--- src/logic/soc_periph_pkg.sv ---
`default_nettype none

package soc_periph_pkg;

	// Far-bus device select field
	localparam int PERIPH_SEL_MSB = 27;
	localparam int PERIPH_SEL_LSB = 24;

	typedef logic [PERIPH_SEL_MSB-PERIPH_SEL_LSB:0] periph_sel_t;

	localparam periph_sel_t PERIPH_LED   = 4'h0;
	localparam periph_sel_t PERIPH_TIMER = 4'h5;

	// Red LEDs on the board
	localparam int LED_W = 10;

	// Timer register offsets, word addressed from bit 2
	localparam int TIMER_REG_LSB = 2;
	localparam int TIMER_REG_W   = 2;

	typedef logic [TIMER_REG_W-1:0] timer_reg_t;

	localparam timer_reg_t TIMER_REG_COUNT   = 2'd0;
	localparam timer_reg_t TIMER_REG_COMPARE = 2'd1;
	// bit 0 enable, bit 1 pending (write one to clear)
	localparam timer_reg_t TIMER_REG_CONTROL = 2'd2;

endpackage

`default_nettype wire

--- src/logic/soc_bus_pkg.sv ---
`default_nettype none

package soc_bus_pkg;

	// ========================================================================
	// System bus widths
	// ========================================================================
	localparam int ADDR_W = 32;
	localparam int DATA_W = 32;

	typedef logic [ADDR_W-1:0] addr_t;
	typedef logic [DATA_W-1:0] data_t;

	// ========================================================================
	// Address map, region in the top nibble
	// ========================================================================
	localparam int REGION_MSB = 31;
	localparam int REGION_LSB = 28;

	typedef logic [REGION_MSB-REGION_LSB:0] region_t;

	localparam region_t REGION_RAM    = 4'h1;
	localparam region_t REGION_BRIDGE = 4'h5;

	// On-chip RAM, 512 words of 32 bits
	localparam int RAM_WORDS    = 512;
	localparam int RAM_ADDR_LSH = 2;
	localparam int RAM_IDX_W    = $clog2(RAM_WORDS);

	// Arbiter ports, lowest index wins
	localparam int NUM_PORTS = 3;

	typedef logic [$clog2(NUM_PORTS)-1:0] port_idx_t;

	localparam port_idx_t PORT_IBUS = 0;
	localparam port_idx_t PORT_DBUS = 1;
	localparam port_idx_t PORT_DMA  = 2;

endpackage

`default_nettype wire
--- src/logic/soc_bus_if.sv ---
`default_nettype none
`timescale 1ns/1ns

interface soc_bus_if;
	import soc_bus_pkg::*;

	// Master side
	logic  request;
	logic  rw;
	addr_t address;
	data_t wdata;

	// Slave side, ready is a single-cycle pulse
	data_t rdata;
	logic  ready;

	modport master (
		output request, rw, address, wdata,
		input  rdata, ready
	);

	modport slave (
		input  request, rw, address, wdata,
		output rdata, ready
	);

endinterface

`default_nettype wire

--- src/logic/peripheral_bridge.sv ---
`default_nettype none
`timescale 1ns/1ns

module peripheral_bridge (
	input  wire                                 i_clock,
	input  wire                                 i_rst,
	soc_bus_if.slave                            near,
	soc_bus_if.master                           timer,
	output logic [soc_periph_pkg::LED_W-1:0]    o_ledr
);
	import soc_bus_pkg::*;
	import soc_periph_pkg::*;

	logic busy;
	logic far_req;
	logic far_rw;
	addr_t far_addr;
	data_t far_wdata;
	logic near_ready_q;
	data_t near_rdata_q;

	periph_sel_t far_dev;
	logic led_sel;
	logic timer_sel;
	logic far_ready;
	data_t far_rdata;
	logic local_ready;
	logic [LED_W-1:0] ledr_q;

	// ========================================================================
	// Near side, one transaction at a time
	// ========================================================================
	always_ff @(posedge i_clock) begin
		if (i_rst) begin
			busy         <= 1'b0;
			far_req      <= 1'b0;
			near_ready_q <= 1'b0;
		end else begin
			near_ready_q <= 1'b0;
			if (!busy) begin
				if (near.request) begin
					busy    <= 1'b1;
					far_req <= 1'b1;
				end
			end else if (far_req) begin
				if (far_ready) begin
					far_req      <= 1'b0;
					near_ready_q <= 1'b1;
				end
			end else if (near_ready_q) begin
				busy <= 1'b0;
			end
		end
	end

	always_ff @(posedge i_clock) begin
		if (!busy) begin
			far_rw    <= near.rw;
			far_addr  <= near.address;
			far_wdata <= near.wdata;
		end
		if (far_req && far_ready)
			near_rdata_q <= far_rdata;
	end

	assign near.rdata = near_rdata_q;
	assign near.ready = near_ready_q;

	// ========================================================================
	// Far bus
	// ========================================================================
	assign far_dev   = far_addr[PERIPH_SEL_MSB:PERIPH_SEL_LSB];
	assign led_sel   = (far_dev == PERIPH_LED);
	assign timer_sel = (far_dev == PERIPH_TIMER);

	assign timer.request = far_req && timer_sel;
	assign timer.rw      = far_rw;
	assign timer.address = far_addr;
	assign timer.wdata   = far_wdata;

	// LED register and unmapped devices answer here, reads give zero
	always_ff @(posedge i_clock) begin
		if (i_rst) begin
			local_ready <= 1'b0;
			ledr_q      <= '0;
		end else begin
			local_ready <= far_req && !timer_sel && !local_ready;
			if (far_req && led_sel && far_rw && !local_ready)
				ledr_q <= far_wdata[LED_W-1:0];
		end
	end

	assign far_ready = timer_sel ? timer.ready : local_ready;
	assign far_rdata = timer_sel ? timer.rdata : '0;

	assign o_ledr = ledr_q;

	a_far_hold: assert property (@(posedge i_clock) disable iff (i_rst)
		far_req && !far_ready |=> far_req);

endmodule

`default_nettype wire

--- src/flat_wrapper.sv ---
// flat-port wrapper written by rule: the top's interface ports become plain ports
module peripheral_bridge_flat import soc_bus_pkg::*; import soc_periph_pkg::*;
  (i_clock, i_rst, o_ledr, near_request, near_rw, near_address, near_wdata, near_rdata, near_ready, timer_request, timer_rw, timer_address, timer_wdata, timer_rdata, timer_ready);
  soc_bus_if near_i ();
  soc_bus_if timer_i ();
  input  wire i_clock;
  input  wire i_rst;
  output logic [soc_periph_pkg::LED_W-1:0] o_ledr;
  input wire logic [$bits(near_i.request)-1:0] near_request;
  input wire logic [$bits(near_i.rw)-1:0] near_rw;
  input wire logic [$bits(near_i.address)-1:0] near_address;
  input wire logic [$bits(near_i.wdata)-1:0] near_wdata;
  output wire logic [$bits(near_i.rdata)-1:0] near_rdata;
  output wire logic [$bits(near_i.ready)-1:0] near_ready;
  output wire logic [$bits(timer_i.request)-1:0] timer_request;
  output wire logic [$bits(timer_i.rw)-1:0] timer_rw;
  output wire logic [$bits(timer_i.address)-1:0] timer_address;
  output wire logic [$bits(timer_i.wdata)-1:0] timer_wdata;
  input wire logic [$bits(timer_i.rdata)-1:0] timer_rdata;
  input wire logic [$bits(timer_i.ready)-1:0] timer_ready;
  assign near_i.request = near_request;
  assign near_i.rw = near_rw;
  assign near_i.address = near_address;
  assign near_i.wdata = near_wdata;
  assign near_rdata = near_i.rdata;
  assign near_ready = near_i.ready;
  assign timer_request = timer_i.request;
  assign timer_rw = timer_i.rw;
  assign timer_address = timer_i.address;
  assign timer_wdata = timer_i.wdata;
  assign timer_i.rdata = timer_rdata;
  assign timer_i.ready = timer_ready;
  peripheral_bridge u_core (.i_clock(i_clock), .i_rst(i_rst), .near(near_i), .timer(timer_i), .o_ledr(o_ledr));
endmodule
--- config.mk ---
export PLATFORM = sky130hd
export DESIGN_NAME = peripheral_bridge_flat
export DESIGN_NICKNAME = d
export VERILOG_FILES = /design/src/logic/soc_periph_pkg.sv /design/src/logic/soc_bus_pkg.sv /design/src/logic/soc_bus_if.sv /design/src/logic/peripheral_bridge.sv /design/src/flat_wrapper.sv
export SDC_FILE = /design/constraint.sdc
export NUM_CORES = 1
export LEC_CHECK = 0
export ABC_CLOCK_PERIOD_IN_PS = 2700
export BUFFER_PORTS_ARGS = -buffer_cell sky130_fd_sc_hd__buf_2
export CORE_MARGIN = 3
export CORE_UTILIZATION = 39
export CTS_BUF_LIST = sky130_fd_sc_hd__clkbuf_16
export DETAILED_ROUTE_END_ITERATION = 12
export PLACE_DENSITY = 0.76
export SYNTH_ARGS = -nofsm -noshare
export SYNTH_HDL_FRONTEND = slang
export SYNTH_SLANG_ARGS = --single-unit
--- constraint.sdc ---
create_clock -name i_clock -period 2.7 [get_ports i_clock]
set_input_delay 0 -clock i_clock [delete_from_list [all_inputs] [get_ports i_clock]]
set_output_delay 0 -clock i_clock [all_outputs]
set_load 0.05 [all_outputs]
After elaboration in Yosys (flattened, before gate mapping)
Cells that the tools add are included.
- memory bits (writable): 0
- memories kept: 0
- bits in read-only memories: 0
- output and inout bits: 109
- logic and storage cells: 34
- bits in registers: 111
- input port bits: 101
- latch bits: 0
- shift-type cells: 0
- add/subtract/negate cells: 0
- magnitude comparators: 0
- divide/modulo/power cells: 0
- reduce and logical (&&, ||, !) cells: 12
- bitwise gates (word level): 2
- equal/unequal tests: 1
- mux-type cells: 10
- multiply operators: 0
- operators with widths (cell ; count):
    1-bit 2-to-1 mux ; 10
    1-bit logical AND ; 7
    4-bit by 3-bit == test with 1-bit output, second input constant ; 1
    4-bit logical NOT ; 1
    3-bit OR reduction ; 1
    1-bit logical NOT ; 2
    1-bit NOT ; 2
    2-bit nonzero test ; 1

Depth between registers and ports, before layout
- depth after elaboration: 5
- mapped depth: 4

Least setup slack after synthesis
No wires, ideal clock.
- kind: register to register
- start: register u_core.far_addr[24] (netlist: u_core.timer.address[24])
- end: register u_core.near_rdata_q[0] (netlist: u_core.near.rdata[0]) (enable)
- period minus slack after synthesis: 2.978 ns
- path slack: -0.278 ns
- data arrival time: 2.557 ns
- cell stages (with the launch flop): 5
- required time: 2.279 ns
- cells stage by stage: edfxtp_1 -> and4bb_1 -> buf_6 -> mux2i_1 -> nor2_1
- cells in the longest elaborated chain, start to end: 3
- ends and longest elaborated chain (item ; line ; RTL):
    start: declaration ; peripheral_bridge.sv:17 ; addr_t far_addr;
    start signal: assignment ; peripheral_bridge.sv:59 ; far_addr <= near.address;
    4-bit by 3-bit == test with 1-bit output ; peripheral_bridge.sv:74 ; assign timer_sel = (far_dev == PERIPH_TIMER);
    1-bit 2-to-1 mux ; peripheral_bridge.sv:93 ; assign far_ready = timer_sel ? timer.ready : local_ready;
    1-bit logical AND ; peripheral_bridge.sv:62 ; if (far_req && far_ready)
    end signal: assignment ; peripheral_bridge.sv:63 ; near_rdata_q <= far_rdata;
    end: declaration ; peripheral_bridge.sv:20 ; data_t near_rdata_q;
Every way passes these cells.
A chain may end at the register's enable or synchronous reset.

Final worst setup path
- start: register u_core.far_addr[27] (netlist: u_core.timer.address[27])
- end: output port timer_request
- cells in the longest elaborated chain, start to end: 2
- ends and longest elaborated chain (item ; line ; RTL):
    4-bit by 3-bit == test with 1-bit output ; peripheral_bridge.sv:74 ;
    1-bit logical AND ; peripheral_bridge.sv:76 ; assign timer.request = far_req && timer_sel;
    end: declaration ; flat_wrapper.sv:15 ; output wire logic [$bits(timer_i.request)-1:0] timer_request;
Every way passes these cells.

==> impl_metrics.prom <==
# TYPE chip_impl_metric gauge
chip_impl_metric{name="placedInstanceArea",unit="sq mm"} 0.00491
chip_impl_metric{name="worstPathBufferInverterCount",unit=""} 2
chip_impl_metric{name="syn-num-nets",unit=""} 299
chip_impl_metric{name="yosysWarningCount",unit=""} 0
chip_impl_metric{name="finalClockSkew",unit="ps"} 9.35
chip_impl_metric{name="io_buffers",unit=""} 209
chip_impl_metric{name="grt_overflow_total",unit=""} 0
chip_impl_info{name="worstPathCellList",value="and4bb_1 -> buf_4 -> and2_1 -> buf_2"} 1
chip_impl_metric{name="design.die.area",unit="sq mm"} 0.0107
chip_impl_metric{name="ant_nets",unit=""} 0
chip_impl_metric{name="fin_tns_setup",unit="ps"} 0
chip_impl_metric{name="report.power.total",unit="mW"} 3.88
chip_impl_info{name="start_kind",value="register"} 1
chip_impl_metric{name="tritoncts.num_buffers",unit=""} 9
chip_impl_metric{name="synthDistinctLibCells",unit=""} 23
chip_impl_metric{name="ctsResizeCount",unit=""} 0
chip_impl_metric{name="setup_violations",unit=""} 0
chip_impl_metric{name="maxSlewHeadroom",unit="%"} 59.3
chip_impl_metric{name="synth-seq-area-share",unit="%"} 86.0
chip_impl_metric{name="final.hold.worst_slack",unit="ps"} 20.9
chip_impl_metric{name="area_delta_synth_final",unit="%"} 66.9
chip_impl_info{name="worstSetupStartpoint",value="u_core.timer.address[27]$_DFFE_PN_"} 1
chip_impl_metric{name="timing.critical_path.depth",unit=""} 4
chip_impl_metric{name="finalNetCount",unit=""} 612
chip_impl_metric{name="final.period_utilization",unit="%"} 67.6
chip_impl_info{name="critPathCaptureType",value="output port"} 1
chip_impl_metric{name="worstMarginPinSlew",unit="ps"} 609
chip_impl_metric{name="wl_per_cell",unit="um"} 16.2
chip_impl_metric{name="final-max-slew-violation-count",unit=""} 0
chip_impl_metric{name="worst-endpoint-arrival",unit="ps"} 1820
chip_impl_metric{name="vias_in_the_first_global_route",unit=""} 3246
chip_impl_metric{name="synth.avg_cell_area",unit="sq um"} 18.7
chip_impl_metric{name="postCtsSetupRepairBufs",unit=""} 0
chip_impl_info{name="timing_worst_setup_path_type",value="register to output port"} 1
chip_impl_metric{name="flip_flop_and_latch_count_after_synthesis",unit=""} 111
chip_impl_metric{name="fmax",unit="MHz"} 548
chip_impl_metric{name="min_period",unit="ps"} 1820
chip_impl_info{name="clockRootBuffer",value="clkbuf_16"} 1
chip_impl_metric{name="detailedPlacementHpwl",unit="um"} 6300
chip_impl_metric{name="placementRows",unit=""} 34
chip_impl_metric{name="grt.total_usage",unit="%"} 19.7
chip_impl_metric{name="ff2ff_path_depth",unit=""} 4
chip_impl_metric{name="sequential_cell_area",unit="sq mm"} 0.00319
chip_impl_metric{name="initial_utilization",unit="%"} 41.3
chip_impl_metric{name="initial_antenna_violation_count",unit=""} 3
chip_impl_metric{name="irDropWorstVdd",unit="V"} 0.000353
chip_impl_info{name="timing.hold.worst.class",value="input port to register"} 1
chip_impl_info{name="tritoncts_clock_tree",value="yes"} 1
chip_impl_metric{name="core_region_area",unit="sq mm"} 0.00898
chip_impl_info{name="status",value="complete, no violations"} 1
chip_impl_metric{name="combined_area_of_all_synthesized_cells",unit="sq mm"} 0.00371
chip_impl_metric{name="final_area",unit="sq mm"} 0.00619
chip_impl_metric{name="grt_max_degree",unit=""} 40
chip_impl_metric{name="first_pass_iters",unit=""} 4
chip_impl_metric{name="wirelength",unit="um"} 10400
chip_impl_metric{name="vias",unit=""} 2909
chip_impl_info{name="rsz0062_at_grt",value="false"} 1
chip_impl_metric{name="drt_first_iter_violations",unit=""} 76
chip_impl_metric{name="clk_pin_slew_worst_paths",unit="ps"} 70
chip_impl_metric{name="multi_input_comb_area",unit="sq um"} 469
chip_impl_metric{name="fp.dieH",unit="um"} 104
chip_impl_metric{name="ios",unit=""} 210
chip_impl_metric{name="synthCells",unit=""} 198
chip_impl_info{name="worst_setup_path_endpoint",value="timer_request"} 1
chip_impl_metric{name="dieWidth",unit="um"} 104
chip_impl_metric{name="viasPerCell",unit=""} 4.51
chip_impl_metric{name="cts_max_level",unit=""} 3
chip_impl_metric{name="wire_length_of_the_first_global_routing_pass",unit="um"} 16500
chip_impl_info{name="reg2reg_from",value="u_core.timer.address[27]$_DFFE_PN_"} 1
chip_impl_metric{name="drv.max_cap_violation_count",unit=""} 0
chip_impl_metric{name="finalWeightedCongestion",unit=""} 0.785
chip_impl_metric{name="static-leakage-power",unit="nW"} 2.72
chip_impl_metric{name="r2r_setup_slack",unit="ps"} 1010
chip_impl_info{name="worst_path_max_delay_cell",value="edfxtp_1"} 1
chip_impl_metric{name="insertion_delay",unit="ps"} 340
chip_impl_metric{name="p_per_area",unit="mW/mm^2"} 626
chip_impl_info{name="worstReg2RegEnd",value="u_core.near.rdata[11]$_SDFFCE_PP0P_"} 1
chip_impl_metric{name="required",unit="ps"} 2700
chip_impl_metric{name="final-hold-violation-count",unit=""} 0
chip_impl_metric{name="final_layout_size_suffix_gt1_share",unit="%"} 44.6
chip_impl_metric{name="slowest_stage_delay_on_critical_path",unit="ps"} 420
chip_impl_metric{name="drt_drc_violations_left",unit=""} 0
chip_impl_info{name="critPathTopFamily",value="buffers and inverters"} 1
chip_impl_metric{name="clock_path_buffers",unit=""} 2
chip_impl_metric{name="numClockSinks",unit=""} 111
chip_impl_metric{name="worst-path-max-fanout",unit=""} 34
chip_impl_metric{name="nFillCells",unit=""} 586
cells in the final DEF (no fill, tap or decap), types with 2 or more instances in the layout:
master and instances:
inv_1 3, and2_1 33, dfxtp_1 14, buf_2 209, nor4_1 2, buf_4 2
clkinv_4 2, edfxtp_1 97, a21oi_1 11, nand3_1 10, o21ai_1 10, diode_2 3
dlygate4sd3_1 98, inv_6 2, clkbuf_16 9
logic make-up (layout without fill, tap and decap cells):
kind of cell | after synthesis | count (layout) | share of synthesized area, %
flip-flops | 111 | 111 | 86.0
AO/OA/AOI/OAI | 23 | 23 | 3.27
buffers and inverters | 10 | 328 | 1.38
multiplexers | 1 | 1 | 0.270
AND/OR/NAND/NOR | 53 | 53 | 9.04
other | 0 | 3 | 0
worst register-to-register path: cells and delay by family (launching register included):
kind                   cells  cell delay, ps
buffers and inverters      1             350
DFF                        1             420
and+or+nand+nor            2             430
muxes                      1             130
sequential cells by signal, summed over array words and instances (netlist names):
signal,cells
u_core.near.rdata,32
u_core.timer.wdata,32
u_core.timer.rw,1
u_core.far_req,1
u_core.near.ready,1
u_core.local_ready,1
u_core.busy,1
u_core.timer.address,32
u_core.o_ledr,10
how the worst min path moves through the flow:
stage                              start                                to  slack (ps)  depth (start not counted)
after CTS                          i_rst     u_core.o_ledr[8]$_SDFFE_PP0P_           2                          2
final                              i_rst     u_core.o_ledr[3]$_SDFFE_PP0P_          20                          2
after global placement    near_wdata[24]  u_core.timer.wdata[24]$_DFFE_PN_         180                          1
after floorplan                    i_rst            u_core.busy$_SDFF_PP0_          70                          1
after detailed placement  near_wdata[18]  u_core.timer.wdata[18]$_DFFE_PN_         180                          1
after global routing               i_rst     u_core.o_ledr[3]$_SDFFE_PP0P_          30                          2
area by class of cell:
type                       count  share of cell area [%]
antenna                        3                   0.121
clock buffer                   9                    3.64
clock inverter                 7                    1.17
inverter                       2                   0.121
multi-input combinational     77                    7.57
sequential                   111                    51.5
tap                          126                    2.54
timing repair buffer         310                    33.3
synthesized netlist by cell type:
cell type	instances	area share (%)
edfxtp_1	97	78
and2_1	33	5.6
dfxtp_1	14	7.6
a21oi_1	11	1.5
nand3_1	10	1.3
o21ai_1	10	1.3
clkbuf_2	3	0.40
buf_2	2	0.27
inv_1	2	0.20
nor2_1	2	0.20
nor4_1	2	0.34
a311oi_1	1	0.24
and4bb_1	1	0.34
and4bb_2	1	0.34
buf_1	1	0.10
buf_6	1	0.30
clkbuf_1	1	0.10
mux2i_1	1	0.27
nand2b_1	1	0.17
nand4bb_1	1	0.30
nor3_2	1	0.27
o21a_1	1	0.20
or3_1	1	0.17
metal layers:
metal	up-vias	track usage, %	routed length [um]
li1	1367	-	-
met5	-	0	0
met4	0	10.2	318
met1	1363	20.6	3750
met2	152	35.5	5570
met3	27	6.28	805
metrics by stage:
stage,util [%],instances,worst slack (ps)
after floorplan,-,198,245
after global placement,54.7,528,1050
after detailed placement,54.7,528,1010
after CTS,68.9,642,856
after global routing,69.0,645,779
final,69.0,645,876
what timing repair did:
item,CTS,global route
endpoints found under the hold margin,98,0
endpoints found under the setup margin,0,0
hold buffers,98,0
where the power goes:
group / leakage [nW] / internal (mW) / switching (mW)
Combinational: 1.46 / 0.208 / 0.390
Clock: 0.153 / 0.723 / 0.572
Sequential: 1.11 / 1.95 / 0.0312
Total: 2.72 / 2.88 / 0.994
No activity file was read; power rests on OpenSTA's default activity.
