[src/logic/soc_bus_pkg.sv]
`default_nettype none

package soc_bus_pkg;

	// ========================================================================
	// System bus widths
	// ========================================================================
	localparam int ADDR_W = 32;
	localparam int DATA_W = 32;

	typedef logic [ADDR_W-1:0] addr_t;
	typedef logic [DATA_W-1:0] data_t;

	// ========================================================================
	// Address map, region in the top nibble
	// ========================================================================
	localparam int REGION_MSB = 31;
	localparam int REGION_LSB = 28;

	typedef logic [REGION_MSB-REGION_LSB:0] region_t;

	localparam region_t REGION_RAM    = 4'h1;
	localparam region_t REGION_BRIDGE = 4'h5;

	// On-chip RAM, 512 words of 32 bits
	localparam int RAM_WORDS    = 512;
	localparam int RAM_ADDR_LSH = 2;
	localparam int RAM_IDX_W    = $clog2(RAM_WORDS);

	// Arbiter ports, lowest index wins
	localparam int NUM_PORTS = 3;

	typedef logic [$clog2(NUM_PORTS)-1:0] port_idx_t;

	localparam port_idx_t PORT_IBUS = 0;
	localparam port_idx_t PORT_DBUS = 1;
	localparam port_idx_t PORT_DMA  = 2;

endpackage

`default_nettype wire
[src/logic/soc_bus_if.sv]
`default_nettype none
`timescale 1ns/1ns

interface soc_bus_if;
	import soc_bus_pkg::*;

	// Master side
	logic  request;
	logic  rw;
	addr_t address;
	data_t wdata;

	// Slave side, ready is a single-cycle pulse
	data_t rdata;
	logic  ready;

	modport master (
		output request, rw, address, wdata,
		input  rdata, ready
	);

	modport slave (
		input  request, rw, address, wdata,
		output rdata, ready
	);

endinterface

`default_nettype wire

[src/logic/main_bus_decode.sv]
`default_nettype none
`timescale 1ns/1ns

module main_bus_decode (
	input  wire       i_clock,
	input  wire       i_rst,
	soc_bus_if.slave  sys,
	soc_bus_if.master ram,
	soc_bus_if.master near
);
	import soc_bus_pkg::*;

	region_t region;
	logic ram_sel;
	logic bridge_sel;
	addr_t local_address;
	logic unmapped_ready;

	assign region     = sys.address[REGION_MSB:REGION_LSB];
	assign ram_sel    = (region == REGION_RAM);
	assign bridge_sel = (region == REGION_BRIDGE);

	// Slaves see the address with the region nibble cleared
	assign local_address = {{(REGION_MSB-REGION_LSB+1){1'b0}}, sys.address[REGION_LSB-1:0]};

	assign ram.request = sys.request && ram_sel;
	assign ram.rw      = sys.rw;
	assign ram.address = local_address;
	assign ram.wdata   = sys.wdata;

	assign near.request = sys.request && bridge_sel;
	assign near.rw      = sys.rw;
	assign near.address = local_address;
	assign near.wdata   = sys.wdata;

	// Unmapped region answers with zero after one cycle
	always_ff @(posedge i_clock) begin
		if (i_rst)
			unmapped_ready <= 1'b0;
		else
			unmapped_ready <= sys.request && !ram_sel && !bridge_sel && !unmapped_ready;
	end

	assign sys.rdata =
		ram_sel    ? ram.rdata  :
		bridge_sel ? near.rdata :
		'0;

	assign sys.ready =
		ram_sel    ? ram.ready  :
		bridge_sel ? near.ready :
		unmapped_ready;

endmodule

`default_nettype wire

[src/flat_wrapper.sv]
// flat-port wrapper written by rule: the top's interface ports become plain ports
module main_bus_decode_flat import soc_bus_pkg::*;
  (i_clock, i_rst, sys_request, sys_rw, sys_address, sys_wdata, sys_rdata, sys_ready, ram_request, ram_rw, ram_address, ram_wdata, ram_rdata, ram_ready, near_request, near_rw, near_address, near_wdata, near_rdata, near_ready);
  soc_bus_if sys_i ();
  soc_bus_if ram_i ();
  soc_bus_if near_i ();
  input  wire i_clock;
  input  wire i_rst;
  input wire logic [$bits(sys_i.request)-1:0] sys_request;
  input wire logic [$bits(sys_i.rw)-1:0] sys_rw;
  input wire logic [$bits(sys_i.address)-1:0] sys_address;
  input wire logic [$bits(sys_i.wdata)-1:0] sys_wdata;
  output wire logic [$bits(sys_i.rdata)-1:0] sys_rdata;
  output wire logic [$bits(sys_i.ready)-1:0] sys_ready;
  output wire logic [$bits(ram_i.request)-1:0] ram_request;
  output wire logic [$bits(ram_i.rw)-1:0] ram_rw;
  output wire logic [$bits(ram_i.address)-1:0] ram_address;
  output wire logic [$bits(ram_i.wdata)-1:0] ram_wdata;
  input wire logic [$bits(ram_i.rdata)-1:0] ram_rdata;
  input wire logic [$bits(ram_i.ready)-1:0] ram_ready;
  output wire logic [$bits(near_i.request)-1:0] near_request;
  output wire logic [$bits(near_i.rw)-1:0] near_rw;
  output wire logic [$bits(near_i.address)-1:0] near_address;
  output wire logic [$bits(near_i.wdata)-1:0] near_wdata;
  input wire logic [$bits(near_i.rdata)-1:0] near_rdata;
  input wire logic [$bits(near_i.ready)-1:0] near_ready;
  assign sys_i.request = sys_request;
  assign sys_i.rw = sys_rw;
  assign sys_i.address = sys_address;
  assign sys_i.wdata = sys_wdata;
  assign sys_rdata = sys_i.rdata;
  assign sys_ready = sys_i.ready;
  assign ram_request = ram_i.request;
  assign ram_rw = ram_i.rw;
  assign ram_address = ram_i.address;
  assign ram_wdata = ram_i.wdata;
  assign ram_i.rdata = ram_rdata;
  assign ram_i.ready = ram_ready;
  assign near_request = near_i.request;
  assign near_rw = near_i.rw;
  assign near_address = near_i.address;
  assign near_wdata = near_i.wdata;
  assign near_i.rdata = near_rdata;
  assign near_i.ready = near_ready;
  main_bus_decode u_core (.i_clock(i_clock), .i_rst(i_rst), .sys(sys_i), .ram(ram_i), .near(near_i));
endmodule
[config.mk]
export PLATFORM = sky130hd
export DESIGN_NAME = main_bus_decode_flat
export DESIGN_NICKNAME = d
export VERILOG_FILES = /design/src/logic/soc_bus_pkg.sv /design/src/logic/soc_bus_if.sv /design/src/logic/main_bus_decode.sv /design/src/flat_wrapper.sv
export SDC_FILE = /design/constraint.sdc
export NUM_CORES = 1
export LEC_CHECK = 0
export BUFFER_PORTS_ARGS = -buffer_cell sky130_fd_sc_hd__buf_2
export CAP_MARGIN = 10
export CORE_AREA = 2 2 118 120
export DETAILED_ROUTE_END_ITERATION = 7
export DIE_AREA = 0 0 120 122
export PLACE_DENSITY = 0.52
export SLEW_MARGIN = 10
export SYNTH_ARGS = -nofsm -noshare
export SYNTH_HDL_FRONTEND = slang
export SYNTH_SLANG_ARGS = --single-unit
[constraint.sdc]
create_clock -name i_clock -period 1.1 [get_ports i_clock]
set_clock_uncertainty 0.2 [all_clocks]
set_input_delay 0.055 -clock i_clock [delete_from_list [all_inputs] [get_ports i_clock]]
set_output_delay 0.055 -clock i_clock [all_outputs]
set_load 0.02 [all_outputs]
; ---- After elaboration in Yosys (flattened, before gate mapping)
; Index checks and enable logic that the tools add are counted.
[totals]
reg_bits = 1
elab_cells = 15
[classes]
n_eq_ne = 2
muxes = 4
n_reduce_logical = 8
[ops]
columns = op, n
row1 = $mux 32, 2
row2 = $logic_and 1x1->1, 5
row3 = $eq 4x1->1 const B, 1
row4 = $eq 4x3->1 const B, 1
row5 = $logic_not 1->1, 3
row6 = $mux 1, 2

; ---- Logic depth before layout (Yosys ltp)
; Gate-level depths: netlist of the first run.
[logic_depth]
ltp_word = 5
mapped_depth = 4

; ---- Worst setup path after synthesis of the first run
; OpenSTA, ideal clock, no wires.
[synth_path]
path_type = input to output
startpoint = input sys_address[29]
endpoint = output ram_request
t_arrival_ps = 1114
setup_slack_ps = -269
path_stages = 3
path_buffers = 1
path_cell_list = or3b_1 > buf_6 > nor3b_1
[synth_between]
elab_chain_cells = 2
[synth_rtl]
columns = element, line
row1 = start: declaration, flat_wrapper.sv:11  ; input wire logic [$bits(sys_i.address)-1:0] sys_address;
row2 = $eq 4x1->1, main_bus_decode.sv:20  ; assign ram_sel = (region == REGION_RAM);
row3 = $logic_and 1x1->1, main_bus_decode.sv:26  ; assign ram.request = sys.request && ram_sel;
row4 = end: declaration, flat_wrapper.sv:15  ; output wire logic [$bits(ram_i.request)-1:0] ram_request;
; No other way between the ends.

; ---- Worst setup path after layout of the first run
[layout_path]
startpoint = input sys_address[29]
endpoint = output sys_rdata[0]
[layout_between]
elab_chain_cells = 3
word_cells_on_any_way = 4
[layout_rtl]
columns = element, line
row1 = $eq 4x3->1, main_bus_decode.sv:21  ; assign bridge_sel = (region == REGION_BRIDGE);
row2 = $mux 32, main_bus_decode.sv:46  ; bridge_sel ? near.rdata :
row3 = $mux 32 (*), main_bus_decode.sv:45  ; ram_sel ? ram.rdata :
row4 = end: declaration, flat_wrapper.sv:13  ; output wire logic [$bits(sys_i.rdata)-1:0] sys_rdata;
; Every way passes the cells marked *; elsewhere a longest branch is shown, timed or not.

==> impl_metrics.env, run 1 <==
export IMPL_status="finished, violations left"
export IMPL_violations="setup timing"
export IMPL_hold_class="in -> reg"
export IMPL_grt_pass1_vias=1294
export IMPL_power_internal_mw=0.516
export IMPL_insertion_delay_ns=0
export IMPL_synth_top_cells_by_area="buf_4 62%, mux2i_1 20%, nor2_1 7.2%, buf_6 2.9%, mux2_2 1.4%"
export IMPL_dieHeight_um=122
export IMPL_drc=0
export IMPL_p_sw_mw=0.689
export IMPL_fin_nets=395
export IMPL_crit_path_max_fanout=27
export IMPL_largest_register="u_core.unmapped_ready"
export IMPL_synth_enable_flop_cells=0
export IMPL_synth_cell_type_count=13
export IMPL_layout_cells_non_filler=439
export IMPL_die_w_um=120
export IMPL_via_count=1380
export IMPL_ys_flop_type="dfxtp_1"
export IMPL_synth_cells=211
export IMPL_setup_ws_ns=-0.244
export IMPL_drive_gt1_frac=0.622
export IMPL_io_pin_count=299
export IMPL_powerDensity_nw_per_um2=464
export IMPL_wl_met1_um=1520
export IMPL_fp_dieArea_um2=14600
export IMPL_wirelength_um=4490
export IMPL_synth_area_leader_cell="buf_4"
export IMPL_hold_viol=0
export IMPL_startpoint_type="input port"
export IMPL_synth_area_um2=1570
export IMPL_yosysWarningCount=0
export IMPL_yosysMostFrequentCell="buf_4"
export IMPL_r2r_slack_ns=0.25
export IMPL_cp_required_ns=0.84
export IMPL_area_growth_pct=65.3
export IMPL_met3_length_um=484
export IMPL_slowest_stage="or3b_4"
export IMPL_fin_crit_ns=1.34
export IMPL_dp_cells=373
export IMPL_cp_cell_sequence="buf_6 > or3b_4 > buf_12 > nor2_1 > buf_2"
export IMPL_max_stage_delay_ns=0.41
export IMPL_grt_overflow_total=0
export IMPL_crit_start="sys_address[29]"
export IMPL_yosysSeqAreaShare=0.0127
export IMPL_setup_viol_count_final=35
export IMPL_hpwl_um=3240
export IMPL_drt_pass1_iter_count=2
export IMPL_routed_wl_met2_um=2440
export IMPL_drv_slew=0
export IMPL_reg_top3="u_core.unmapped_ready x1"
export IMPL_syn_area_per_cell_um2=7.45
export IMPL_ys_ff_latch=1
export IMPL_routedWlPerCell_um=10.2
export IMPL_largest_register_ffs=1
export IMPL_grt_max_degree=28
export IMPL_place_gp_congestion=0.617
export IMPL_dr_max_layer_used="met4"
export IMPL_crit_type="in -> out"
export IMPL_vdd_drop_max_mv=0.176
export IMPL_num_fill_cells=1467
export IMPL_multi_input_comb_area_um2=856
export IMPL_cap_viol_max_count=0
export IMPL_worstRegToRegCells=1
export IMPL_vias_per_cell=3.14
export IMPL_register_area_um2=20.0
export IMPL_io_buffers=107
export IMPL_min_delay_start="i_rst"
export IMPL_core_um2=13500
export IMPL_comb_power_share=0.967
export IMPL_ys_top_cells_by_count="130 x buf_4, 32 x mux2i_1, 30 x nor2_1"
export IMPL_arrival_ns=1.09
export IMPL_clkTransAtPathRegs_ns=0
export IMPL_fmax_ghz=0.744
export IMPL_leakagePower_nw=1.67
export IMPL_finalPower_mw=1.21
export IMPL_fin_crit_sh=1.22
export IMPL_antenna_found_initial=0
export IMPL_pwr_share_clk=0
export IMPL_swShare=0.572
export IMPL_rsz0062_at_grt="yes"
export IMPL_grt_pass1_wl_um=5950
export IMPL_rr_endpoint="u_core.unmapped_ready"
export IMPL_fin_hold_ws_ns=0.0266
export IMPL_seqPwrFrac=0.033
export IMPL_rows=43
export IMPL_antenna_cells=0
export IMPL_fin_util=0.192
export IMPL_async_reset_ff_frac=0
export IMPL_ant_nets=0
export IMPL_start_util=0.116
export IMPL_grt_usage=0.0490
export IMPL_holdPathStages=2
export IMPL_drt_iter0_drc=1
export IMPL_min_delay_worst_endpoint="u_core.unmapped_ready"
export IMPL_r2r_start="u_core.unmapped_ready"
export IMPL_synth_top_area_frac=0.621
export IMPL_end_kind="primary output"
[logic make-up (layout without fill, tap and decap cells)]
family,after synthesis,count (layout),synth area share
and+or+nand+nor,37,37,0.104
other,1,8,0.00239
DFF,1,1,0.0127
muxes,34,34,0.218
buffers and inverters,138,179,0.662
[critical path: cells and delay by family]
| family | cells | cell delay (ns) |
|---|---|---|
| and+or+nand+nor | 2 | 0.54 |
| buffers and inverters | 3 | 0.46 |
[cell type report]
cell class	instances	area share
Timing Repair Buffer	179	0.576
Multi-Input combinational cell	79	0.329
Tap cell	180	0.0867
Sequential cell	1	0.00771
[how the worst max path moves through the flow]
| stage | to | slack [ns] | cells past startpoint |
|---|---|---|---|
| CTS | sys_rdata[0] | -0.27 | 5 |
| global placement | sys_rdata[12] | -0.34 | 6 |
| floorplan | sys_rdata[0] | -0.04 | 3 |
| detailed placement | sys_rdata[12] | -0.31 | 6 |
| global route | sys_rdata[0] | -0.27 | 5 |
| finish | sys_rdata[0] | -0.24 | 5 |
[cells in the final DEF, fill, tap and decap left out, drive strengths merged]
cell type | Yosys | final
and3 | 1 | 1
nor4b | 1 | 1
dlygate4sd3 | 0 | 1
nor3b | 2 | 2
or3b | 1 | 1
nor2 | 32 | 32
mux2i | 32 | 32
mux2 | 2 | 2
buf | 138 | 118
dlymetal6s4s | 0 | 60
conb | 1 | 8
dfxtp | 1 | 1
[metrics by stage]
step                area (um^2)  setup TNS (ns)  setup WS, ns
global placement           1630           -8.19        -0.339
finish                     2600           -7.22        -0.244
CTS                        2440           -7.57        -0.265
detailed placement         1630           -8.47        -0.312
floorplan                  1850           -1.27       -0.0388
global route               2600           -8.38        -0.273
[per-layer routing]
| metal | track usage | vias to the layer above |
|---|---|---|
| li1 | - | 624 |
| met1 | 0.0533 | 602 |
| met2 | 0.102 | 146 |
| met3 | 0.00702 | 8 |
| met4 | 0.00441 | 0 |
| met5 | 0 | - |
[timing repair]
item | CTS | global route
hold buffers | 61 | 0
endpoints found under the hold margin | 122 | 0
pin swaps | 1 | 0
resized for setup | 36 | 61
setup endpoints to repair | 35 | 155
buffers inserted | 4 | 1
[power by group through the flow]
stage          combinational, mW  clock (mW)  sequential [mW]
2_1_floorplan              0.993           0           0.0400
3_3_place_gp               0.523           0           0.0400
3_5_place_dp               0.530           0           0.0402
4_1_cts                     1.14           0           0.0403
5_1_grt                     1.24           0           0.0404
6_report                    1.17           0           0.0402
Note: power is estimated with default switching activity, not from simulation.
==> run 2: changes to the inputs <==
CORE_AREA = 2 2 116 118   (was 2 2 118 120)
DIE_AREA = 0 0 118 120   (was 0 0 120 122)
PLACE_DENSITY = not set   (was 0.52)
clock period = 1.21 ns   (was 1.1 ns; I/O delays follow)
==> run 2 against run 1 <==
  * The flow still finishes with violations (setup timing)
  * Register-to-register slack improved by 0.11 ns
  * Sequential share of layout area increased by 0.16 points
  * Critical path depth unchanged
  * Core utilization decreased by 2.6 points
  * Sequential cell count unchanged
  * Hold slack improved by 0.0042 ns
  * Cell count decreased by 2.1%
  * Critical endpoint is now sys_rdata[16]
  * Largest power group unchanged
==> impl_metrics.env, run 2 (same netlist as run 1, synthesis figures left out) <==
export IMPL_crit_path_max_fanout=24
export IMPL_min_delay_worst_endpoint="u_core.unmapped_ready"
export IMPL_hold_viol=0
export IMPL_start_util=0.121
export IMPL_arrival_ns=1.04
export IMPL_drt_pass1_iter_count=4
export IMPL_fin_crit_sh=1.08
export IMPL_grt_usage=0.0479
export IMPL_fp_dieArea_um2=14200
export IMPL_dieHeight_um=120
export IMPL_fin_nets=390
export IMPL_drt_iter0_drc=12
export IMPL_power_internal_mw=0.390
export IMPL_setup_tns_ns=-1.88
export IMPL_insertion_delay_ns=0
export IMPL_relSlewSlack=0.661
export IMPL_placed_area_um2=1400
export IMPL_leakagePower_nw=1.07
export IMPL_hpwl_um=3140
export IMPL_io_pin_count=299
export IMPL_r2r_start="u_core.unmapped_ready"
export IMPL_fmax_ghz=0.766
export IMPL_largest_register="u_core.unmapped_ready"
export IMPL_min_delay_start="i_rst"
export IMPL_seqPwrFrac=0.039
export IMPL_post_place_ws_ns=-0.167
export IMPL_post_cts_setup_buffers=0
export IMPL_setup_viol_count_final=32
export IMPL_setup_ws_ns=-0.0951
export IMPL_worstRegToRegCells=1
export IMPL_mostFrequentLayoutCells="72 x buf_2, 61 x dlygate4sd3_1, 31 x mux2i_1, 30 x buf_4, 20 x nor2_1"
export IMPL_violations="setup timing"
export IMPL_fin_hold_ws_ns=0.0308
export IMPL_grt_max_degree=25
export IMPL_ant_nets=0
export IMPL_end_kind="primary output"
export IMPL_io_buffers=107
export IMPL_area_growth_pct=37.5
export IMPL_via_count=1363
export IMPL_rr_endpoint="u_core.unmapped_ready"
export IMPL_p_sw_mw=0.554
export IMPL_status="finished, violations left"
export IMPL_crit_type="in -> out"
export IMPL_die_w_um=118
export IMPL_hold_class="in -> reg"
export IMPL_grt_pass1_wl_um=5780
export IMPL_startpoint_type="input port"
export IMPL_clkTransAtPathRegs_ns=0
export IMPL_antenna_found_initial=0
export IMPL_cap_viol_max_count=0
export IMPL_drv_slew=0
export IMPL_swShare=0.587
export IMPL_rsz0062_at_grt="yes"
export IMPL_layout_commonest_cell="buf_2"
export IMPL_vias_per_cell=3.17
export IMPL_comb_power_share=0.961
export IMPL_r2r_slack_ns=0.36
export IMPL_largest_register_ffs=1
export IMPL_drive_gt1_frac=0.512
export IMPL_cp_required_ns=0.95
export IMPL_grt_overflow_total=0
export IMPL_tightestPinTransition_ns=0.506
export IMPL_final_cell_area_um2=2160
export IMPL_place_gp_congestion=0.744
export IMPL_drc=0
export IMPL_fin_crit_ns=1.31
export IMPL_holdPathStages=2
export IMPL_wirelength_um=4240
export IMPL_powerDensity_nw_per_um2=437
export IMPL_rows=42
export IMPL_core_um2=13000
export IMPL_vdd_drop_max_mv=0.116
export IMPL_grt_pass1_vias=1258
export IMPL_routedWlPerCell_um=9.86
export IMPL_pwr_share_clk=0
export IMPL_antenna_cells=0
export IMPL_reg_top3="u_core.unmapped_ready x1"
-- run 2: power groups by stage --
stage / Combinational (mW) / Clock, mW / Sequential (mW)
2_1_floorplan: 0.822 / 0 / 0.0363
3_3_place_gp: 0.378 / 0 / 0.0365
3_5_place_dp: 0.382 / 0 / 0.0366
4_1_cts: 0.894 / 0 / 0.0366
5_1_grt: 0.956 / 0 / 0.0367
6_report: 0.908 / 0 / 0.0366
-- run 2: final cells by class --
cell class	instances	area, um^2
Fill cell	1424	10800
Multi-Input combinational cell	79	583
Sequential cell	1	20.0
Tap cell	176	220
Timing Repair Buffer	174	1340
-- run 2: what timing repair did --
| action | CTS | global route |
|---|---|---|
| cloned | 0 | 0 |
| endpoints found under the hold margin | 122 | 0 |
| pin swaps | 2 | 2 |
| setup endpoints to repair | 34 | 34 |
| hold buffers | 61 | 0 |
| resized for setup | 37 | 15 |
-- run 2: worst max-delay path by stage --
stage / start / slack, ns / endpoint / cells past startpoint
4_1_cts: sys_address[29] / -0.09 / sys_rdata[9] / 5
5_1_grt: sys_address[29] / -0.14 / sys_rdata[20] / 5
3_3_place_gp: sys_address[29] / -0.19 / sys_rdata[9] / 5
3_5_place_dp: sys_address[29] / -0.17 / sys_rdata[9] / 5
2_1_floorplan: sys_address[29] / -0.06 / sys_rdata[10] / 4
6_report: sys_address[29] / -0.1 / sys_rdata[16] / 5
-- run 2: worst max-delay path, stage by stage --
cell and delay (ns):
buf_6 0.09, or3b_4 0.42, buf_12 0.18, nor2_1 0.12, buf_4 0.15
-- run 2: routing by layer --
layer / routed length (um) / up-vias / GRT usage
li1: - / 616 / -
met1: 1170 / 565 / 0.0416
met2: 2460 / 182 / 0.110
met3: 609 / 0 / 0.0119
met4: 0 / 0 / 0.00151
met5: 0 / - / 0
-- run 2: stage by stage --
step	util	power [mW]	cells
floorplan	-	0.858	218
global placement	0.108	0.414	369
detailed placement	0.108	0.418	369
CTS	0.162	0.930	430
global route	0.166	0.993	430
finish	0.166	0.945	430
