## config.mk

```make
export PLATFORM = sky130hd
export DESIGN_NAME = bus_arbiter_flat
export DESIGN_NICKNAME = d
export VERILOG_FILES = /design/src/logic/soc_bus_pkg.sv /design/src/logic/soc_bus_if.sv /design/src/logic/bus_arbiter.sv /design/src/flat_wrapper.sv
export SDC_FILE = /design/constraint.sdc
export NUM_CORES = 1
export LEC_CHECK = 0
export BUFFER_PORTS_ARGS = -buffer_cell sky130_fd_sc_hd__buf_2
export CORE_AREA = 5 5 140 142
export DETAILED_ROUTE_END_ITERATION = 12
export DIE_AREA = 0 0 145 147
export GPL_TIMING_DRIVEN = 0
export PLACE_DENSITY = 0.64
export SLEW_MARGIN = 20
export SYNTH_ARGS = -nofsm -noshare
export SYNTH_HDL_FRONTEND = slang
export SYNTH_SLANG_ARGS = --single-unit
```

## constraint.sdc

```tcl
create_clock -name i_clock -period 2.3 [get_ports i_clock]
set_input_delay 0.115 -clock i_clock [delete_from_list [all_inputs] [get_ports i_clock]]
set_output_delay 0.115 -clock i_clock [all_outputs]
set_load 0.005 [all_outputs]
```

## src/logic/soc_bus_pkg.sv

```systemverilog
`default_nettype none

package soc_bus_pkg;

	// ========================================================================
	// System bus widths
	// ========================================================================
	localparam int ADDR_W = 32;
	localparam int DATA_W = 32;

	typedef logic [ADDR_W-1:0] addr_t;
	typedef logic [DATA_W-1:0] data_t;

	// ========================================================================
	// Address map, region in the top nibble
	// ========================================================================
	localparam int REGION_MSB = 31;
	localparam int REGION_LSB = 28;

	typedef logic [REGION_MSB-REGION_LSB:0] region_t;

	localparam region_t REGION_RAM    = 4'h1;
	localparam region_t REGION_BRIDGE = 4'h5;

	// On-chip RAM, 512 words of 32 bits
	localparam int RAM_WORDS    = 512;
	localparam int RAM_ADDR_LSH = 2;
	localparam int RAM_IDX_W    = $clog2(RAM_WORDS);

	// Arbiter ports, lowest index wins
	localparam int NUM_PORTS = 3;

	typedef logic [$clog2(NUM_PORTS)-1:0] port_idx_t;

	localparam port_idx_t PORT_IBUS = 0;
	localparam port_idx_t PORT_DBUS = 1;
	localparam port_idx_t PORT_DMA  = 2;

endpackage

`default_nettype wire
```

## src/logic/soc_bus_if.sv

```systemverilog
`default_nettype none
`timescale 1ns/1ns

interface soc_bus_if;
	import soc_bus_pkg::*;

	// Master side
	logic  request;
	logic  rw;
	addr_t address;
	data_t wdata;

	// Slave side, ready is a single-cycle pulse
	data_t rdata;
	logic  ready;

	modport master (
		output request, rw, address, wdata,
		input  rdata, ready
	);

	modport slave (
		input  request, rw, address, wdata,
		output rdata, ready
	);

endinterface

`default_nettype wire

```

## src/logic/bus_arbiter.sv

```systemverilog
`default_nettype none
`timescale 1ns/1ns

module bus_arbiter (
	input  wire                 i_clock,
	input  wire                 i_rst,

	// Instruction fetch
	input  wire                 i_ibus_request,
	input  wire soc_bus_pkg::addr_t i_ibus_address,
	output soc_bus_pkg::data_t  o_ibus_rdata,
	output logic                o_ibus_ready,

	// Data
	input  wire                 i_dbus_request,
	input  wire                 i_dbus_rw,
	input  wire soc_bus_pkg::addr_t i_dbus_address,
	input  wire soc_bus_pkg::data_t i_dbus_wdata,
	output soc_bus_pkg::data_t  o_dbus_rdata,
	output logic                o_dbus_ready,

	// DMA
	input  wire                 i_dma_request,
	input  wire                 i_dma_rw,
	input  wire soc_bus_pkg::addr_t i_dma_address,
	input  wire soc_bus_pkg::data_t i_dma_wdata,
	output soc_bus_pkg::data_t  o_dma_rdata,
	output logic                o_dma_ready,

	soc_bus_if.master           bus
);
	import soc_bus_pkg::*;

	logic [NUM_PORTS-1:0] pending;
	port_idx_t pick;
	port_idx_t owner;
	logic busy;
	logic rw_q;
	addr_t address_q;
	data_t wdata_q;

	assign pending[PORT_IBUS] = i_ibus_request;
	assign pending[PORT_DBUS] = i_dbus_request;
	assign pending[PORT_DMA]  = i_dma_request;

	// Fixed priority, ibus first
	always_comb begin
		if (pending[PORT_IBUS])
			pick = PORT_IBUS;
		else if (pending[PORT_DBUS])
			pick = PORT_DBUS;
		else
			pick = PORT_DMA;
	end

	// Grant only between transactions; the cycle after ready is always idle
	always_ff @(posedge i_clock) begin
		if (i_rst) begin
			busy  <= 1'b0;
			owner <= PORT_IBUS;
		end else if (!busy) begin
			if (|pending) begin
				busy  <= 1'b1;
				owner <= pick;
			end
		end else if (bus.ready) begin
			busy <= 1'b0;
		end
	end

	// Capture the winner's transaction
	always_ff @(posedge i_clock) begin
		if (!busy) begin
			case (pick)
				PORT_IBUS: begin
					rw_q      <= 1'b0;
					address_q <= i_ibus_address;
					wdata_q   <= '0;
				end
				PORT_DBUS: begin
					rw_q      <= i_dbus_rw;
					address_q <= i_dbus_address;
					wdata_q   <= i_dbus_wdata;
				end
				default: begin
					rw_q      <= i_dma_rw;
					address_q <= i_dma_address;
					wdata_q   <= i_dma_wdata;
				end
			endcase
		end
	end

	assign bus.request = busy;
	assign bus.rw      = rw_q;
	assign bus.address = address_q;
	assign bus.wdata   = wdata_q;

	// Response goes back in the same cycle, ready only to the owner
	assign o_ibus_rdata = bus.rdata;
	assign o_dbus_rdata = bus.rdata;
	assign o_dma_rdata  = bus.rdata;

	assign o_ibus_ready = busy && bus.ready && (owner == PORT_IBUS);
	assign o_dbus_ready = busy && bus.ready && (owner == PORT_DBUS);
	assign o_dma_ready  = busy && bus.ready && (owner == PORT_DMA);

	a_bus_stable: assert property (@(posedge i_clock) disable iff (i_rst)
		bus.request && !bus.ready |=> bus.request && $stable(bus.address)
			&& $stable(bus.rw) && $stable(bus.wdata));

	// At most one port is answered, and only one that is still waiting
	a_ready_owner: assert property (@(posedge i_clock) disable iff (i_rst)
		$onehot0({o_dma_ready, o_dbus_ready, o_ibus_ready})
			&& (!o_ibus_ready || i_ibus_request)
			&& (!o_dbus_ready || i_dbus_request)
			&& (!o_dma_ready || i_dma_request));

endmodule

`default_nettype wire

```

## src/flat_wrapper.sv

```systemverilog
// flat-port wrapper written by rule: the top's interface ports become plain ports
module bus_arbiter_flat import soc_bus_pkg::*;
  (i_clock, i_rst, i_ibus_request, i_ibus_address, o_ibus_rdata, o_ibus_ready, i_dbus_request, i_dbus_rw, i_dbus_address, i_dbus_wdata, o_dbus_rdata, o_dbus_ready, i_dma_request, i_dma_rw, i_dma_address, i_dma_wdata, o_dma_rdata, o_dma_ready, bus_request, bus_rw, bus_address, bus_wdata, bus_rdata, bus_ready);
  soc_bus_if bus_i ();
  input  wire i_clock;
  input  wire i_rst;
  input  wire i_ibus_request;
  input  wire soc_bus_pkg::addr_t i_ibus_address;
  output soc_bus_pkg::data_t o_ibus_rdata;
  output logic o_ibus_ready;
  input  wire i_dbus_request;
  input  wire i_dbus_rw;
  input  wire soc_bus_pkg::addr_t i_dbus_address;
  input  wire soc_bus_pkg::data_t i_dbus_wdata;
  output soc_bus_pkg::data_t o_dbus_rdata;
  output logic o_dbus_ready;
  input  wire i_dma_request;
  input  wire i_dma_rw;
  input  wire soc_bus_pkg::addr_t i_dma_address;
  input  wire soc_bus_pkg::data_t i_dma_wdata;
  output soc_bus_pkg::data_t o_dma_rdata;
  output logic o_dma_ready;
  output wire logic [$bits(bus_i.request)-1:0] bus_request;
  output wire logic [$bits(bus_i.rw)-1:0] bus_rw;
  output wire logic [$bits(bus_i.address)-1:0] bus_address;
  output wire logic [$bits(bus_i.wdata)-1:0] bus_wdata;
  input wire logic [$bits(bus_i.rdata)-1:0] bus_rdata;
  input wire logic [$bits(bus_i.ready)-1:0] bus_ready;
  assign bus_request = bus_i.request;
  assign bus_rw = bus_i.rw;
  assign bus_address = bus_i.address;
  assign bus_wdata = bus_i.wdata;
  assign bus_i.rdata = bus_rdata;
  assign bus_i.ready = bus_ready;
  bus_arbiter u_core (.i_clock(i_clock), .i_rst(i_rst), .i_ibus_request(i_ibus_request), .i_ibus_address(i_ibus_address), .o_ibus_rdata(o_ibus_rdata), .o_ibus_ready(o_ibus_ready), .i_dbus_request(i_dbus_request), .i_dbus_rw(i_dbus_rw), .i_dbus_address(i_dbus_address), .i_dbus_wdata(i_dbus_wdata), .o_dbus_rdata(o_dbus_rdata), .o_dbus_ready(o_dbus_ready), .i_dma_request(i_dma_request), .i_dma_rw(i_dma_rw), .i_dma_address(i_dma_address), .i_dma_wdata(i_dma_wdata), .o_dma_rdata(o_dma_rdata), .o_dma_ready(o_dma_ready), .bus(bus_i));
endmodule
```

Word level (Yosys, flattened, before mapping)
Index checks and enable logic that the tools add are counted.
Widths: inputs -> output; s select.

word-level totals
  bits in latches = 0
  flip-flop bits (word level) = 68
  bits in writable memories = 0
  bits in read-only memories = 0
  output and inout bits = 165
  memories kept = 0
  bits of input ports = 200

cells by class
  magnitude comparators = 0
  eq/ne operators = 3
  shift operators = 0
  reductions and logical operators = 8
  bitwise logic cells = 1
  add/subtract/negate cells = 0
  divide/modulo/power cells = 0
  multiplexer cells = 8
  multiply operators = 0

operators with widths
  kind                count
  $pmux 32 s2         2
  $eq 2x1->1 const B  2
  $logic_and 1x1->1   4
  $logic_not 2->1     2
  $mux 2              2
  $mux 1              3
  $reduce_or 3->1     1
  $eq 2x2->1 const B  1
  $pmux 1 s2          1
  $reduce_and 2->1    1
  $not 1->1           1

Depth between registers and ports, before layout
Gate-level depths: netlist of run 1.

  depth in word-level cells = 4
  mapped depth = 5

Worst setup path after synthesis of run 1
OpenSTA, ideal clock, no wires.

  path type = flip-flop to flip-flop
  start = register u_core.busy, in the netlist u_core.bus.request
  end = register u_core.owner[0]
  stages on the path, launching flop included = 4
  clock period less this slack = 2.242 ns
  required time = 2.212 ns
  data arrival time = 2.153 ns
  setup slack = 0.058 ns
  path through = dfxtp_1 inv_1 a22oi_1 o31ai_1

on the way
  longest elaborated chain between the ends = 2

ends and longest elaborated chain
  what                        line               text
  start, declared             bus_arbiter.sv:37  logic busy;
  start signal, assigned      bus_arbiter.sv:59  busy <= 1'b0;
  start signal, assigned      bus_arbiter.sv:63  busy <= 1'b1;
  start signal, assigned      bus_arbiter.sv:67  busy <= 1'b0;
  $not 1->1 (no line)         -
  $reduce_and 2->1 (no line)  -
  end signal, assigned        bus_arbiter.sv:64  owner <= pick;
  end, declared               bus_arbiter.sv:36  port_idx_t owner;

No other way between the ends.
A chain may end at the register's enable or synchronous reset.

Final worst setup path of run 1
  start = register u_core.busy, in the netlist u_core.bus.request
  end = output o_dma_ready

on the way
  longest elaborated chain between the ends = 2

ends and longest elaborated chain
  what                             line                text
  $logic_and 1x1->1 (2 in series)  bus_arbiter.sv:106  assign o_dma_ready = busy && bus.ready && (owner == PORT_DMA);
  end, declared                    flat_wrapper.sv:22  output logic o_dma_ready;

No other way between the ends.

==> results of run 1 <==
## metal layers
metal | wire length [µm] | track usage
met3 | 1870 | 0.0759
met1 | 5190 | 0.138
met2 | 7560 | 0.235
met4 | 206 | 0.0330
met5 | 20 | 0
## Yosys cell counts
library cell / number / area share
buf_4: 99 / 0.19
edfxtp_1: 65 / 0.49
mux2i_1: 65 / 0.16
nand2_1: 33 / 0.031
nor2_1: 33 / 0.031
o21ai_0: 32 / 0.040
clkbuf_1: 9 / 0.0085
buf_6: 4 / 0.011
dfxtp_1: 3 / 0.015
a21oi_1: 2 / 0.0025
buf_2: 2 / 0.0025
inv_1: 2 / 0.0019
nor3b_1: 2 / 0.0038
a211oi_2: 1 / 0.0031
a22oi_1: 1 / 0.0019
clkbuf_2: 1 / 0.0013
nand3b_1: 1 / 0.0019
nor3_1: 1 / 0.0013
o31a_1: 1 / 0.0022
o31ai_1: 1 / 0.0019
or2_1: 1 / 0.0016
## cell type report
cell class	instances	area (µm²)	share of cell area
timing repair buffer	332	1680	0.267
antenna	1	2.50	0.000398
inverter	2	10.0	0.00159
sequential	68	2010	0.320
clock buffer	10	229	0.0364
tap	234	293	0.0465
clock inverter	6	88.8	0.0141
buffer	115	837	0.133
multi-input combinational	174	1140	0.181
## sequential cells by signal, summed over array words and instances (netlist names)
register and flops:
u_core.bus.rw 1, u_core.bus.wdata 32, u_core.owner 2, u_core.bus.request 1, u_core.bus.address 32
## path summary, 6_finish.rpt
kind         cells after the start  slack, ns              endpoint
max                              3       0.91           o_dma_ready
min                              2       0.05    u_core.bus.request
max reg2reg                      2       0.99  u_core.bus.wdata[24]
min reg2reg                      2       0.54       u_core.owner[0]
## report_power, final
part	internal [W]	switching [W]
Clock	0.000949	0.000512
Combinational	0.000428	0.000337
Sequential	0.00150	0.0000282
## worst max-delay path: cells and delay by family (launching register included)
family / cells / cell delay [ns]
buffers and inverters: 1 / 0.16
DFF: 1 / 0.44
and+or+nand+nor: 2 / 0.35
## stage by stage
| step | power (W) | hold slack [ns] |
|---|---|---|
| final | 0.00375 | 0.0463 |
| after floorplan | 0.00191 | 0.180 |
| after CTS | 0.00383 | 0.0263 |
| after detailed placement | 0.00234 | 0.334 |
| after global placement | 0.00232 | 0.326 |
| after global routing | 0.00397 | 0.0503 |
## cells by family after synthesis
kind of cell	Yosys count	synth area share
buffers and inverters	117	0.211
AO/OA/AOI/OAI	38	0.0517
AND/OR/NAND/NOR	71	0.0705
multiplexers	65	0.163
flip-flops	68	0.504
==> impl_metrics.tcl, run 1 <==
set metrics [dict create \
    place_ws_ns 0.701 \
    holdBufCountCts 1 \
    cts_setup_buffers 0 \
    crit_arrival_ns 1.28 \
    fin_tns_setup_ns 0 \
    initial_core_util 0.218 \
    relSlewSlack 0.499 \
    firstDrtPassIters 4 \
    cap_violations 0 \
    avgSynthCellArea_um2 11.1 \
    drt-wirelength-per-cell_um 15.8 \
    clock_latency_ns 0.33 \
    ant_nets 0 \
    worstHoldStart "i_dma_request" \
    nNetsFinal 902 \
    grt_max_degree 45 \
    most-common-layout-cells "332 x buf_2, 99 x buf_4, 65 x mux2i_1, 65 x edfxtp_1" \
    cts_made_buffers 9 \
    cp_max_fo 6 \
    stdcell_count 942 \
    gp_congestion 0.766 \
    drt_iter0_drc 86 \
    dieHeight_um 147 \
    cts_root_buffer "clkbuf_16" \
    antenna_found_initial 3 \
    rsz0062_at_grt "no" \
    die-area_um2 21300 \
    syn_inst 359 \
    drive_above_1_share 0.642 \
    critPathLaunchType "flip-flop" \
    clk_pin_slew_worst_paths_ns 0.06 \
    first_global_vias 3971 \
    fin_util 0.343 \
    dp.final_hpwl_um 12600 \
    yosysSeqAreaShare 0.504 \
    tightest_slew_ns 0.751 \
    place_area_um2 5960 \
    crit_type "reg2out" \
    crit_chain "nand2_1, nor3b_1, buf_2" \
    finalCritPeriodShare 0.605 \
    vdd_drop_max_mv 0.362 \
    synth_area_um2 4000 \
    status "finished clean" \
    die_width_um 145 \
    fmax_ghz 0.719 \
    cts_max_path_buffers 2 \
    critPathRequiredTime_ns 2.18 \
    r2r-start "u_core.bus.request" \
    cts_tree "yes" \
    yosysWarningCount 0 \
    min_period_ns 1.39 \
    grt_pass1_wl_um 22200 \
    gr-usage-all-layers 0.134 \
    num_vias 3713 \
    finClkSkew_ns 0.00794 \
    totalWireLength_um 14800 \
    fp-row-count 50 \
    core_um2 18300 \
    drv_slew 0 \
    boundaryPins 365 \
    finalWorstSetupSlack_ns 0.910 \
    dp.cells 924 \
    area_growth_pct 57.5 \
    post_cts_resized 0 \
    ys_ff_latch 68 \
    worstSetupEndpointType "primary output" \
    leakagePower_nw 3.29 \
    critical_path.max_stage_delay_ns 0.44 \
    portBuffers 330 \
    avgViaCountPerCell 3.94 \
    synth.distinct_cells 21 \
    clock_sinks 68 \
    fill_cells 1902 \
    htreeDepth 3 \
    cp_slowest_cell "dfxtp_1" \
    power_density_nw_per_um2 596 \
    hold_violations 0 \
    startpoint "u_core.bus.request" \
    grt-ovfl-total 0 \
    setup_viol 0 \
    final_common_cell "buf_2" \
    final_cell_area_um2 6290 \
    worstHoldPathType "in2reg" \
    syn_nets 559 \
    drc 0 \
]
No activity file was read; power rests on OpenSTA's default activity.
==> inputs of run 2 (changes only) <==
--- a/config.mk
+++ b/config.mk
@@ -10,7 +10,7 @@
 export DETAILED_ROUTE_END_ITERATION = 12
 export DIE_AREA = 0 0 145 147
 export GPL_TIMING_DRIVEN = 0
-export PLACE_DENSITY = 0.64
+export PLACE_DENSITY = 0.62
 export SLEW_MARGIN = 20
 export SYNTH_ARGS = -nofsm -noshare
 export SYNTH_HDL_FRONTEND = slang
==> constraint.sdc (replaced) <==
create_clock -name i_clock -period 1.3 [get_ports i_clock]
set_input_delay 0.065 -clock i_clock [delete_from_list [all_inputs] [get_ports i_clock]]
set_output_delay 0.065 -clock i_clock [all_outputs]
set_load 0.005 [all_outputs]
==> run 2 against run 1 <==
  * Core utilization increased by 1.1 points
  * Register-to-register slack got worse by 0.84 ns
  * Total power increased by 79%
  * Sequential cell count unchanged
  * Critical path depth increased by 2
  * Global-route usage increased by 0.21 points
  * Die area unchanged
  * Setup slack got worse by 0.80 ns
  * Clock skew decreased by 0.0043 ns
  * Worst hold slack got worse by 0.027 ns
  * Design area increased by 3.1%
  * Critical endpoint unchanged
  * Largest power group unchanged
==> impl_metrics.tcl, run 2 (synthesized netlist as in run 1, its figures left out) <==
set metrics [dict create \
    min_period_ns 1.19 \
    worstSetupEndpointType "primary output" \
    cp.buffers_inverters 3 \
    nNetsFinal 919 \
    boundaryPins 365 \
    grt-ovfl-total 0 \
    area_growth_pct 62.4 \
    drt_iter0_drc 96 \
    critPathRequiredTime_ns 1.24 \
    critPathLaunchType "input pin" \
    hold_violations 0 \
    clk_pin_slew_worst_paths_ns 0.06 \
    cts_root_buffer "clkbuf_16" \
    cp_slowest_cell "dlygate4sd3_1" \
    crit_type "in2out" \
    tightest_slew_ns 0.522 \
    cts_tree "yes" \
    finalHoldWorstSlack_ns 0.0190 \
    grt_pass1_wl_um 22400 \
    first_global_vias 4020 \
    diodes 0 \
    setup_viol 0 \
    dieHeight_um 147 \
    vdd_drop_max_mv 0.662 \
    crit_chain "dlygate4sd3_1, buf_2, nand2_2, nor3b_2, buf_2" \
    totalWireLength_um 15100 \
    clock_latency_ns 0.33 \
    finClkSkew_ns 0.00365 \
    grt_max_degree 33 \
    ant_nets 0 \
    fmax_ghz 0.843 \
    power_density_nw_per_um2 1040 \
    dp.cells 925 \
    relSlewSlack 0.652 \
    worstHoldPathType "in2reg" \
    most-common-layout-cells "332 x buf_2, 101 x buf_4, 65 x mux2i_1, 65 x edfxtp_1, 33 x nor2_1" \
    critical_path.max_stage_delay_ns 0.54 \
    status "finished clean" \
    cp_max_fo 3 \
    htreeDepth 3 \
    crit_arrival_ns 1.12 \
    gr-usage-all-layers 0.136 \
    critical-path-top-delay-family "buffers and inverters" \
    drv_slew 0 \
    drc 0 \
    avgViaCountPerCell 3.95 \
    firstDrtPassIters 4 \
    antenna_found_initial 2 \
    leakagePower_nw 3.37 \
    stdcell_count 957 \
    initial_core_util 0.218 \
    clock_sinks 68 \
    drive_above_1_share 0.639 \
    final_common_cell "buf_2" \
    gp_congestion 0.799 \
    rsz0062_at_grt "no" \
    cts_made_buffers 9 \
    die_width_um 145 \
    finalCritPeriodShare 0.913 \
    portBuffers 330 \
    core_um2 18300 \
    cts_max_path_buffers 2 \
    die-area_um2 21300 \
    cap_violations 0 \
    dp.final_hpwl_um 12700 \
    drt-wirelength-per-cell_um 15.8 \
    fp-row-count 50 \
    path_common_cell "buf_2" \
    num_vias 3776 \
]
run 2: cell count changes in the layout (fill, tap and decap cells not counted), sizes merged:
| cell | delta |
|---|---|
| dlygate4sd3 | +14 |
| clkinv | -1 |
| clkinvlp | +1 |
| clkbuf | -1 |
| buf | +3 |
| diode | -1 |
run 2: per-stage QoR:
step | worst slack [ns] | utilization | instance area (µm²) | TNS (ns) | total power (W)
after floorplan | -0.477 | - | 4010 | -29.30 | 0.00338
after global placement | -1.04 | 0.325 | 5950 | -72.03 | 0.00412
after detailed placement | -0.253 | 0.327 | 6000 | -10.07 | 0.00416
after CTS | 0.0110 | 0.353 | 6480 | 0 | 0.00688
after global routing | 0.0232 | 0.354 | 6490 | 0 | 0.00712
final | 0.113 | 0.354 | 6490 | 0 | 0.00673
run 2: what timing repair did:
item / in CTS / in global routing
setup buffers: 2 / 0
resized for setup: 0 / 3
setup endpoints to repair: 52 / 2
hold buffers: 15 / 0
endpoints found under the hold margin: 15 / 0
run 2: worst min-delay path, stage by stage:
cell     delay, ns
buf_2         0.08
nand2_1       0.04
o21ai_0       0.06
run 2: cell type report:
cell class / count / area [µm²]
Timing Repair Buffer: 349 / 1860
Inverter: 2 / 11.3
Fill cell: 1893 / 11800
Clock buffer: 9 / 225
Buffer: 115 / 837
Sequential cell: 68 / 2020
Multi-Input combinational cell: 174 / 1150
Clock inverter: 6 / 88.8
Tap cell: 234 / 293
run 2: power breakdown:
part	switching (W)	internal (W)	total, W
clock network	0.000937	0.00167	0.00261
logic	0.000607	0.000804	0.00141
registers	0.0000559	0.00265	0.00271
run 2: path summary, 6_finish.rpt:
path | start | endpoint | slack [ns] | depth (start not counted)
max | bus_ready | o_dma_ready | 0.11 | 5
min | i_ibus_address[18] | u_core.bus.address[18] | 0.02 | 3
max reg2reg | u_core.bus.request | u_core.owner[0] | 0.15 | 4
min reg2reg | u_core.bus.request | u_core.bus.request | 0.54 | 1
run 2: routing by layer:
layer	part of all wire	vias to the layer above	GRT usage
met2	0.52	215	0.248
li1	-	1865	-
met3	0.12	25	0.0642
met1	0.34	1667	0.133
met5	0.0014	-	0
met4	0.021	4	0.0508
